$ cat config.mk
export PLATFORM = sky130hd
export DESIGN_NAME = tilemap_video
export DESIGN_NICKNAME = d
export VERILOG_FILES = /design/src/hw/tilemap_pkg.sv /design/src/hw/tilemap_video.sv /design/src/hw/layer_mixer.sv /design/src/hw/vram_bus.sv /design/src/hw/layer_fetch.sv /design/src/hw/video_timing.sv
export VERILOG_INCLUDE_DIRS = /design/src /design/src/hw
export SDC_FILE = /design/constraint.sdc
export NUM_CORES = 1
export LEC_CHECK = 0
export BUFFER_PORTS_ARGS = -buffer_cell sky130_fd_sc_hd__buf_2
export CORE_UTILIZATION = 35
export CTS_CLUSTER_SIZE = 40
export DETAILED_ROUTE_END_ITERATION = 12
export SYNTH_ARGS = -nofsm -noshare
export SYNTH_HDL_FRONTEND = slang
export SYNTH_HIERARCHICAL = 1
export SYNTH_SLANG_ARGS = --single-unit
$ cat constraint.sdc
create_clock -name clk -period 9.9 [get_ports clk]
set_clock_uncertainty 0.15 [all_clocks]
set_input_delay 0 -clock clk [delete_from_list [all_inputs] [get_ports clk]]
set_output_delay 0 -clock clk [all_outputs]
set_load 0.01 [all_outputs]
$ cat src/hw/tilemap_config.svh
`ifndef TILEMAP_CONFIG_SVH
`define TILEMAP_CONFIG_SVH

//////////////////////////////////////////////////
// Raster timing, in pixels and lines
//////////////////////////////////////////////////

`define TM_H_ACTIVE      64
`define TM_H_TOTAL       96
// Sync pulse spans pixels 72..79 inclusive
`define TM_HSYNC_START   72
`define TM_HSYNC_END     79

`define TM_V_ACTIVE      32
`define TM_V_TOTAL       40
`define TM_VSYNC_START   34
`define TM_VSYNC_END     35

// Tile grid per layer, tiles are 8x8
`define TM_TILE_COLS     8
`define TM_TILE_ROWS     4

//////////////////////////////////////////////////
// CPU address map
//////////////////////////////////////////////////

`define TM_ADDR_BG_BASE  8'h00
`define TM_ADDR_FG_BASE  8'h20
`define TM_ADDR_PAL_BASE 8'h40
// BG scroll here, FG scroll one above
`define TM_ADDR_SCROLL   8'h60

`endif
$ cat src/hw/tilemap_pkg.sv
package tilemap_pkg;

	//////////////////////////////////////////////////
	// Memory words
	//////////////////////////////////////////////////

	// Tile RAM word, one solid pen per tile
	typedef struct packed {
		logic [6:0] rsvd;
		logic       opaque;
		logic [3:0] pen;
	} tile_entry_t;

	// Palette colour
	typedef struct packed {
		logic [3:0] red;
		logic [3:0] green;
		logic [3:0] blue;
	} palette_entry_t;

	// CPU data word, meaning depends on target region
	typedef union packed {
		tile_entry_t    tile;
		palette_entry_t pal;
	} cpu_word_u;

	//////////////////////////////////////////////////
	// Bus payloads
	//////////////////////////////////////////////////

	typedef struct packed {
		logic [7:0] addr;
		cpu_word_u  data;
	} cpu_wr_t;

	// Fetcher read address into tile RAM
	typedef struct packed {
		logic [5:0] addr;
	} vram_rd_req_t;

	typedef struct packed {
		logic [4:0]     idx;
		palette_entry_t color;
		logic           we;
	} pal_wr_t;

	// we[0] bg layer, we[1] fg layer
	typedef struct packed {
		logic [5:0] value;
		logic [1:0] we;
	} scroll_wr_t;

	//////////////////////////////////////////////////
	// Video path
	//////////////////////////////////////////////////

	// Beam position plus active-high sync/blank
	typedef struct packed {
		logic [6:0] hpos;
		logic [5:0] vpos;
		logic       hblank;
		logic       vblank;
		logic       hsync;
		logic       vsync;
	} beam_t;

	typedef struct packed {
		logic       opaque;
		logic [3:0] pen;
	} layer_pix_t;

	typedef struct packed {
		logic [3:0] red;
		logic [3:0] green;
		logic [3:0] blue;
		logic       hsync_n;
		logic       vsync_n;
		logic       hblank_n;
		logic       vblank_n;
	} video_out_t;

endpackage

$ cat src/hw/tilemap_video.sv
`timescale 1ns/1ns
`include "tilemap_config.svh"

module tilemap_video (
	input  logic                    clk,
	input  logic                    arst_n,
	input  tilemap_pkg::cpu_wr_t    cpu_wr,
	input  logic                    cpu_req,
	output logic                    cpu_ack,
	output tilemap_pkg::video_out_t video,
	output logic                    vid_ce
);
	import tilemap_pkg::*;

	logic         pix_ce;
	beam_t        beam;
	scroll_wr_t   scroll_wr;
	pal_wr_t      pal_wr;
	vram_rd_req_t bg_rd_req;
	vram_rd_req_t fg_rd_req;
	logic         bg_req;
	logic         bg_ack;
	logic         fg_req;
	logic         fg_ack;
	tile_entry_t  rd_data;
	layer_pix_t   bg_pix;
	layer_pix_t   fg_pix;

	video_timing u_video_timing (
		.clk    (clk),
		.arst_n (arst_n),
		.pix_ce (pix_ce),
		.beam   (beam)
	);

	// Background layer, scroll strobe 0
	layer_fetch #(
		.layer_base (int'(`TM_ADDR_BG_BASE)),
		.layer_sel  (0)
	) u_bg_fetch (
		.clk       (clk),
		.arst_n    (arst_n),
		.pix_ce    (pix_ce),
		.beam      (beam),
		.scroll_wr (scroll_wr),
		.rd_req    (bg_rd_req),
		.req       (bg_req),
		.ack       (bg_ack),
		.rd_data   (rd_data),
		.pix       (bg_pix)
	);

	// Foreground layer, scroll strobe 1
	layer_fetch #(
		.layer_base (int'(`TM_ADDR_FG_BASE)),
		.layer_sel  (1)
	) u_fg_fetch (
		.clk       (clk),
		.arst_n    (arst_n),
		.pix_ce    (pix_ce),
		.beam      (beam),
		.scroll_wr (scroll_wr),
		.rd_req    (fg_rd_req),
		.req       (fg_req),
		.ack       (fg_ack),
		.rd_data   (rd_data),
		.pix       (fg_pix)
	);

	vram_bus u_vram_bus (
		.clk       (clk),
		.arst_n    (arst_n),
		.bg_rd_req (bg_rd_req),
		.bg_req    (bg_req),
		.bg_ack    (bg_ack),
		.fg_rd_req (fg_rd_req),
		.fg_req    (fg_req),
		.fg_ack    (fg_ack),
		.rd_data   (rd_data),
		.cpu_wr    (cpu_wr),
		.cpu_req   (cpu_req),
		.cpu_ack   (cpu_ack),
		.pal_wr    (pal_wr),
		.scroll_wr (scroll_wr)
	);

	layer_mixer u_layer_mixer (
		.clk    (clk),
		.arst_n (arst_n),
		.pix_ce (pix_ce),
		.beam   (beam),
		.bg_pix (bg_pix),
		.fg_pix (fg_pix),
		.pal_wr (pal_wr),
		.video  (video),
		.vid_ce (vid_ce)
	);

endmodule

$ cat src/hw/layer_mixer.sv
`timescale 1ns/1ns

module layer_mixer (
	input  logic                    clk,
	input  logic                    arst_n,
	input  logic                    pix_ce,
	input  tilemap_pkg::beam_t      beam,
	input  tilemap_pkg::layer_pix_t bg_pix,
	input  tilemap_pkg::layer_pix_t fg_pix,
	input  tilemap_pkg::pal_wr_t    pal_wr,
	output tilemap_pkg::video_out_t video,
	output logic                    vid_ce
);
	import tilemap_pkg::*;

	localparam int pal_size = 32;

	palette_entry_t pal_ram [pal_size];
	palette_entry_t pix_color;
	logic [4:0]     pal_idx;
	logic           blank;

	// Palette RAM, cleared to black
	always_ff @(posedge clk or negedge arst_n) begin
		if (!arst_n) begin
			for (int i = 0; i < pal_size; i++) begin
				pal_ram[i] <= '0;
			end
		end else if (pal_wr.we) begin
			pal_ram[pal_wr.idx] <= pal_wr.color;
		end
	end

	// FG pens in upper half of palette
	assign pal_idx   = fg_pix.opaque ? {1'b1, fg_pix.pen} : {1'b0, bg_pix.pen};
	assign pix_color = pal_ram[pal_idx];
	assign blank     = beam.hblank || beam.vblank;

	//////////////////////////////////////////////////
	// Output register, colour and flags together
	//////////////////////////////////////////////////

	always_ff @(posedge clk or negedge arst_n) begin
		if (!arst_n) begin
			video.red      <= '0;
			video.green    <= '0;
			video.blue     <= '0;
			video.hsync_n  <= 1'b1;
			video.vsync_n  <= 1'b1;
			video.hblank_n <= 1'b0;
			video.vblank_n <= 1'b0;
			vid_ce         <= 1'b0;
		end else begin
			vid_ce <= pix_ce;
			if (pix_ce) begin
				// Black outside active area
				video.red      <= blank ? 4'h0 : pix_color.red;
				video.green    <= blank ? 4'h0 : pix_color.green;
				video.blue     <= blank ? 4'h0 : pix_color.blue;
				video.hsync_n  <= ~beam.hsync;
				video.vsync_n  <= ~beam.vsync;
				video.hblank_n <= ~beam.hblank;
				video.vblank_n <= ~beam.vblank;
			end
		end
	end

endmodule

$ cat src/hw/vram_bus.sv
`timescale 1ns/1ns
`include "tilemap_config.svh"

module vram_bus (
	input  logic                      clk,
	input  logic                      arst_n,
	input  tilemap_pkg::vram_rd_req_t bg_rd_req,
	input  logic                      bg_req,
	output logic                      bg_ack,
	input  tilemap_pkg::vram_rd_req_t fg_rd_req,
	input  logic                      fg_req,
	output logic                      fg_ack,
	output tilemap_pkg::tile_entry_t  rd_data,
	input  tilemap_pkg::cpu_wr_t      cpu_wr,
	input  logic                      cpu_req,
	output logic                      cpu_ack,
	output tilemap_pkg::pal_wr_t      pal_wr,
	output tilemap_pkg::scroll_wr_t   scroll_wr
);
	import tilemap_pkg::*;

	localparam int peer_bg  = 0;
	localparam int peer_fg  = 1;
	localparam int peer_cpu = 2;

	tile_entry_t    tile_ram [64];
	tile_entry_t    rd_data_q;
	logic [2:0]     req_vec;
	logic [2:0]     ack_q;
	logic [2:0]     grant;
	logic [1:0]     last_q;
	logic [5:0]     rd_addr;
	logic           cpu_is_tile;
	logic           cpu_is_pal;
	logic           cpu_is_bg_scroll;
	logic           cpu_is_fg_scroll;
	logic           pal_we_q;
	logic [1:0]     scroll_we_q;
	logic [4:0]     pal_idx_q;
	palette_entry_t pal_color_q;
	logic [5:0]     scroll_val_q;

	assign req_vec = {cpu_req, fg_req, bg_req};

	//////////////////////////////////////////////////
	// Round-robin grant
	//////////////////////////////////////////////////

	// Search starts after the last granted peer; bus idle only with all acks low
	always_comb begin
		int idx;
		grant = '0;
		for (int i = 1; i <= 3; i++) begin
			idx = int'(last_q) + i;
			if (idx >= 3) begin
				idx = idx - 3;
			end
			if (req_vec[idx] && (grant == 3'b000) && (ack_q == 3'b000)) begin
				grant[idx] = 1'b1;
			end
		end
	end

	assign rd_addr = grant[peer_fg] ? fg_rd_req.addr : bg_rd_req.addr;

	// CPU address decode
	assign cpu_is_tile      = (cpu_wr.addr < `TM_ADDR_PAL_BASE);
	assign cpu_is_pal       = (cpu_wr.addr >= `TM_ADDR_PAL_BASE) && (cpu_wr.addr < `TM_ADDR_SCROLL);
	assign cpu_is_bg_scroll = (cpu_wr.addr == `TM_ADDR_SCROLL);
	assign cpu_is_fg_scroll = (cpu_wr.addr == `TM_ADDR_SCROLL + 8'd1);

	always_ff @(posedge clk or negedge arst_n) begin
		if (!arst_n) begin
			ack_q       <= '0;
			last_q      <= 2'd2;
			pal_we_q    <= 1'b0;
			scroll_we_q <= '0;
		end else begin
			// Strobes last a single clock
			pal_we_q    <= 1'b0;
			scroll_we_q <= '0;
			// Ack follows req down
			ack_q <= ack_q & req_vec;
			if (grant != 3'b000) begin
				ack_q <= grant;
				case (grant)
					3'b010:  last_q <= 2'd1;
					3'b100:  last_q <= 2'd2;
					default: last_q <= 2'd0;
				endcase
				if (grant[peer_cpu]) begin
					pal_we_q    <= cpu_is_pal;
					scroll_we_q <= {cpu_is_fg_scroll, cpu_is_bg_scroll};
				end
			end
		end
	end

	//////////////////////////////////////////////////
	// Tile RAM and write payloads
	//////////////////////////////////////////////////

	always_ff @(posedge clk) begin
		if (grant[peer_bg] || grant[peer_fg]) begin
			rd_data_q <= tile_ram[rd_addr];
		end
		if (grant[peer_cpu]) begin
			if (cpu_is_tile) begin
				tile_ram[cpu_wr.addr[5:0]] <= cpu_wr.data.tile;
			end
			pal_idx_q    <= cpu_wr.addr[4:0];
			pal_color_q  <= cpu_wr.data.pal;
			// Scroll in the low bits of the word
			scroll_val_q <= cpu_wr.data[5:0];
		end
	end

	assign bg_ack  = ack_q[peer_bg];
	assign fg_ack  = ack_q[peer_fg];
	assign cpu_ack = ack_q[peer_cpu];
	assign rd_data = rd_data_q;

	assign pal_wr.idx      = pal_idx_q;
	assign pal_wr.color    = pal_color_q;
	assign pal_wr.we       = pal_we_q;
	assign scroll_wr.value = scroll_val_q;
	assign scroll_wr.we    = scroll_we_q;

endmodule

$ cat src/hw/layer_fetch.sv
`timescale 1ns/1ns
`include "tilemap_config.svh"

module layer_fetch #(
	parameter int layer_base = 0,
	parameter int layer_sel  = 0
) (
	input  logic                      clk,
	input  logic                      arst_n,
	input  logic                      pix_ce,
	input  tilemap_pkg::beam_t        beam,
	input  tilemap_pkg::scroll_wr_t   scroll_wr,
	output tilemap_pkg::vram_rd_req_t rd_req,
	output logic                      req,
	input  logic                      ack,
	input  tilemap_pkg::tile_entry_t  rd_data,
	output tilemap_pkg::layer_pix_t   pix
);
	import tilemap_pkg::*;

	localparam int col_bits = $clog2(`TM_TILE_COLS);
	localparam int row_bits = $clog2(`TM_TILE_ROWS);

	// Requester states
	localparam logic [1:0] st_idle    = 2'd0;
	localparam logic [1:0] st_req     = 2'd1;
	localparam logic [1:0] st_release = 2'd2;

	logic [5:0]          scroll_q;
	logic [5:0]          scroll_x;
	logic [5:0]          next_line;
	logic [1:0]          state_q;
	logic [1:0]          fetch_cnt;
	logic                fetch_cur;
	logic [col_bits-1:0] fetch_col;
	logic [row_bits-1:0] fetch_row;
	logic                tile_edge;
	logic                line_load;
	tile_entry_t         cur_tile;
	tile_entry_t         nxt_tile;

	// Layer scroll, written by its own strobe
	always_ff @(posedge clk or negedge arst_n) begin
		if (!arst_n) begin
			scroll_q <= '0;
		end else if (scroll_wr.we[layer_sel]) begin
			scroll_q <= scroll_wr.value;
		end
	end

	// Scrolled x, wraps at 64
	assign scroll_x  = beam.hpos[5:0] + scroll_q;
	assign next_line = (beam.vpos == 6'(`TM_V_TOTAL - 1)) ? 6'd0 : beam.vpos + 6'd1;

	// Last pixel of a tile, beam moves into the next one on this pix_ce
	assign tile_edge = pix_ce && !beam.vblank && (scroll_x[2:0] == 3'd7)
		&& (beam.hpos < 7'(`TM_H_ACTIVE - 1));
	// Two-tile preload for the coming line, once any tail fetch has drained
	assign line_load = pix_ce && (beam.hpos == 7'(`TM_HSYNC_START));

	//////////////////////////////////////////////////
	// Fetch control and tile registers
	//////////////////////////////////////////////////

	always_ff @(posedge clk or negedge arst_n) begin
		if (!arst_n) begin
			state_q   <= st_idle;
			fetch_cnt <= '0;
			fetch_cur <= 1'b0;
			fetch_col <= '0;
			fetch_row <= '0;
			cur_tile  <= '0;
			nxt_tile  <= '0;
		end else begin
			case (state_q)
				st_idle: begin
					if (fetch_cnt != 2'd0) begin
						state_q <= st_req;
					end
				end
				st_req: begin
					// Data valid while ack high
					if (ack) begin
						if (fetch_cur) begin
							cur_tile <= rd_data;
						end else begin
							nxt_tile <= rd_data;
						end
						fetch_cur <= 1'b0;
						fetch_col <= fetch_col + 1'b1;
						fetch_cnt <= fetch_cnt - 2'd1;
						state_q   <= st_release;
					end
				end
				st_release: begin
					if (!ack) begin
						state_q <= st_idle;
					end
				end
				default: state_q <= st_idle;
			endcase

			if (line_load) begin
				fetch_cnt <= 2'd2;
				fetch_cur <= 1'b1;
				fetch_col <= scroll_q[3 +: col_bits];
				fetch_row <= next_line[3 +: row_bits];
			end

			// Shift in the prefetched tile, ask for the one after
			if (tile_edge) begin
				cur_tile  <= nxt_tile;
				fetch_cnt <= 2'd1;
				fetch_cur <= 1'b0;
				fetch_col <= scroll_x[3 +: col_bits] + col_bits'(2);
				fetch_row <= beam.vpos[3 +: row_bits];
			end
		end
	end

	assign req         = (state_q == st_req);
	assign rd_req.addr = 6'(layer_base) + 6'({fetch_row, fetch_col});

	// Solid tiles, pen is the same for every pixel of the tile
	assign pix.pen    = cur_tile.pen;
	assign pix.opaque = cur_tile.opaque;

endmodule

$ cat src/hw/video_timing.sv
`timescale 1ns/1ns
`include "tilemap_config.svh"

module video_timing (
	input  logic               clk,
	input  logic               arst_n,
	output logic               pix_ce,
	output tilemap_pkg::beam_t beam
);

	logic       ce_q;
	logic [6:0] h_cnt;
	logic [5:0] v_cnt;

	// Pixel enable on every second clock
	always_ff @(posedge clk or negedge arst_n) begin
		if (!arst_n) begin
			ce_q <= 1'b0;
		end else begin
			ce_q <= ~ce_q;
		end
	end

	assign pix_ce = ce_q;

	//////////////////////////////////////////////////
	// Raster counters
	//////////////////////////////////////////////////

	always_ff @(posedge clk or negedge arst_n) begin
		if (!arst_n) begin
			h_cnt <= '0;
			v_cnt <= '0;
		end else if (pix_ce) begin
			if (h_cnt == 7'(`TM_H_TOTAL - 1)) begin
				h_cnt <= '0;
				// End of frame wraps to line 0
				if (v_cnt == 6'(`TM_V_TOTAL - 1)) begin
					v_cnt <= '0;
				end else begin
					v_cnt <= v_cnt + 6'd1;
				end
			end else begin
				h_cnt <= h_cnt + 7'd1;
			end
		end
	end

	// Sync and blank decode, all active high here
	always_comb begin
		beam.hpos   = h_cnt;
		beam.vpos   = v_cnt;
		beam.hblank = (h_cnt >= 7'(`TM_H_ACTIVE));
		beam.vblank = (v_cnt >= 6'(`TM_V_ACTIVE));
		beam.hsync  = (h_cnt >= 7'(`TM_HSYNC_START)) && (h_cnt <= 7'(`TM_HSYNC_END));
		beam.vsync  = (v_cnt >= 6'(`TM_VSYNC_START)) && (v_cnt <= 6'(`TM_VSYNC_END));
	end

endmodule

==> flow_summary.yaml <==
cts:
  cts_tree: "yes"
  clock-root-buffer: "clkbuf_16"
  cts_made_buffers: 87
  cts_hold_buf: 32
  clock_latency_ps: 660
  clock-sinks: 815
  postCtsSetupRepairBufs: 0
  cts_max_path_buffers: 3
  htree_levels: 3
  post_cts_resized: 0
  path_clk_slew_ps: 60
pwr:
  p_per_area_nw_per_um2: 295
  worst_ir_drop_vdd_uv: 369
  power.leakage_nw: 17.7
floorplanning:
  coreArea_sq_um: 115000
  die_x_um: 342
  fp.dieH_um: 342
  io_pins: 41
  rows: 124
  dieArea_sq_um: 117000
  start_util_pct: 35.4
logic_synthesis:
  postSynthAreaPerCell_sq_um: 11.2
  synthCells: 3617
  syn_nets: 3666
  synth_area_sq_um: 40500
  yosys_warnings: 6
drt:
  dr.pass1.iters: 8
  drc: 0
  viasPerCell: 5.77
  ant_nets: 0
  avgRoutedWirePerCell_um: 23.3
  wirelength_mm: 117
  vias: 29035
  drtIter0Drc: 2879
global_route:
  grt.overflow.total: 0
  grt_pass1_vias: 27970
  antenna_found_initial: 5
  grt_max_degree: 143
  grt_usage_pct: 19.8
  grt_pass1_wl_mm: 178
sta:
  rsz0062_at_grt: "false"
  tightestPinTransition_ps: 1170
  setup_viol: 0
  setup-tns-final_ps: 0
  relSlewSlack_pct: 22.0
  finalCriticalPeriod_ps: 5670
  worst_slack_ps: 4230
  hold_viol_final: 0
  fmax_mhz: 176
  fin_crit_sh_pct: 57.3
  maxSlewViolCount: 0
worst_setup_path:
  endpoint_kind: "register"
  max_stage_delay_ps: 720
  cp_slowest_cell: "buf_4"
  arrival_ps: 6040
  cp_cell_sequence: "inv_1 -> ha_1 -> nor2_1 -> o221a_1 -> nor4_4 -> a31o_2 -> a21o_4 -> buf_4 -> mux2i_1 -> a221oi_1 -> a311oi_1 -> a2111oi_0 -> a22o_1"
  worst-setup-path-type: "reg -> reg"
  cp-start-kind: "register"
  cp_max_fo: 56
  cp_data_required_time_ps: 10270
final_layout:
  post-route-util_pct: 38.9
  flow.area_growth_from_synthesis_pct: 9.96
  drive_gt1_share_pct: 20.5
  fin_nets: 3501
hold_path:
  hp-class: "in -> reg"
placed_design:
  routabilityCongestion: 0.832
  hpwlAfterDp_mm: 67.7
  post-place-ws_ps: 4340
  io_buffers: 40
flow_run:
  max_cap_viol_count: 0
status:
  status: "completed"
[critical path, delay by kind of cell (launching register included)]
kind,cells,cell delay [ps]
mux,1,180
fa+ha+maj,1,540
compound gates,7,2730
buf+inv,2,800
simple gates,2,510
flops,1,550
[where the power goes]
part | total, mW | switching [mW] | internal (mW)
sequential | 4.25 | 0.383 | 3.86
combinational | 5.48 | 3.75 | 1.73
clock | 3.40 | 1.38 | 2.02
[flip-flops by register name, indices dropped and copies added (netlist names), 6 cells and up]
signal                 cells
u_vram_bus/tile_ram      320
u_fg_fetch/scroll_q        6
u_video_timing/v_cnt       6
u_layer_mixer/video       16
u_video_timing/h_cnt       7
u_bg_fetch/scroll_q        6
u_vram_bus/pal_wr         11
u_layer_mixer/pal_ram    384
[per-stage QoR]
stage	cell area, sq um	hold slack (ps)	std cells	total power [mW]
6_report	44600	68.0	5034	13.1
5_1_grt	44600	91.6	5033	13.8
4_1_cts	44600	48.0	5032	13.1
3_5_place_dp	41300	-88.4	4843	9.70
3_3_place_gp	41300	-85.0	4843	9.63
2_1_floorplan	40500	-446	3617	8.35
[cells in the final DEF, fill, tap and decap left out, drive strengths merged, types with 14 or more instances in the layout]
cell / instances
xnor2: 14
nand3: 157
edfxtp: 342
nand2: 489
a221oi: 33
o211ai: 25
nor2b: 14
o22ai: 18
buf: 108
o311ai: 22
nor2: 130
dfrtp: 470
a221o: 25
a211oi: 175
ha: 24
inv: 54
mux2: 414
mux2i: 67
nor3: 27
o21ai: 146
nand2b: 15
a22oi: 33
dlygate4sd3: 31
clkbuf: 119
o2111ai: 37
a311oi: 14
and2: 18
clkinv: 25
a31oi: 72
a21boi: 19
a21oi: 204
[path summary, 6_finish.rpt]
check | from | end | slack (ps) | cells past startpoint
setup / recovery | u_vram_bus/last_q[1] | u_vram_bus/rd_data[0] | 4230 | 13
hold / removal | cpu_req | u_vram_bus/ack_q[2] | 70 | 3
setup reg to reg | u_vram_bus/last_q[1] | u_vram_bus/rd_data[0] | 4230 | 13
hold reg to reg | u_fg_fetch/state_q[1] | u_fg_fetch/state_q[0] | 320 | 1
max in group asynchronous | arst_n | u_layer_mixer/pal_ram[325] | 7510 | 5
min in group asynchronous | arst_n | u_layer_mixer/pal_ram[154] | 380 | 4
[layout make-up]
cell class,instances,area (sq um)
sequential,815,22100
clock buffer,119,2460
multi-input combinational,2353,16300
fill,11019,69900
clock inverter,38,489
inverter,56,214
tap,1512,1890
timing repair buffer,139,1060
antenna,2,5.00
[metal layers]
metal	GRT usage (%)	vias up	part of all wire, %
met1	27.0	14651	43
li1	-	13035	-
met3	3.45	233	7.1
met5	0	-	0.027
met4	7.75	6	3.8
met2	31.2	1110	46
Note: power is estimated with default switching activity, not from simulation.
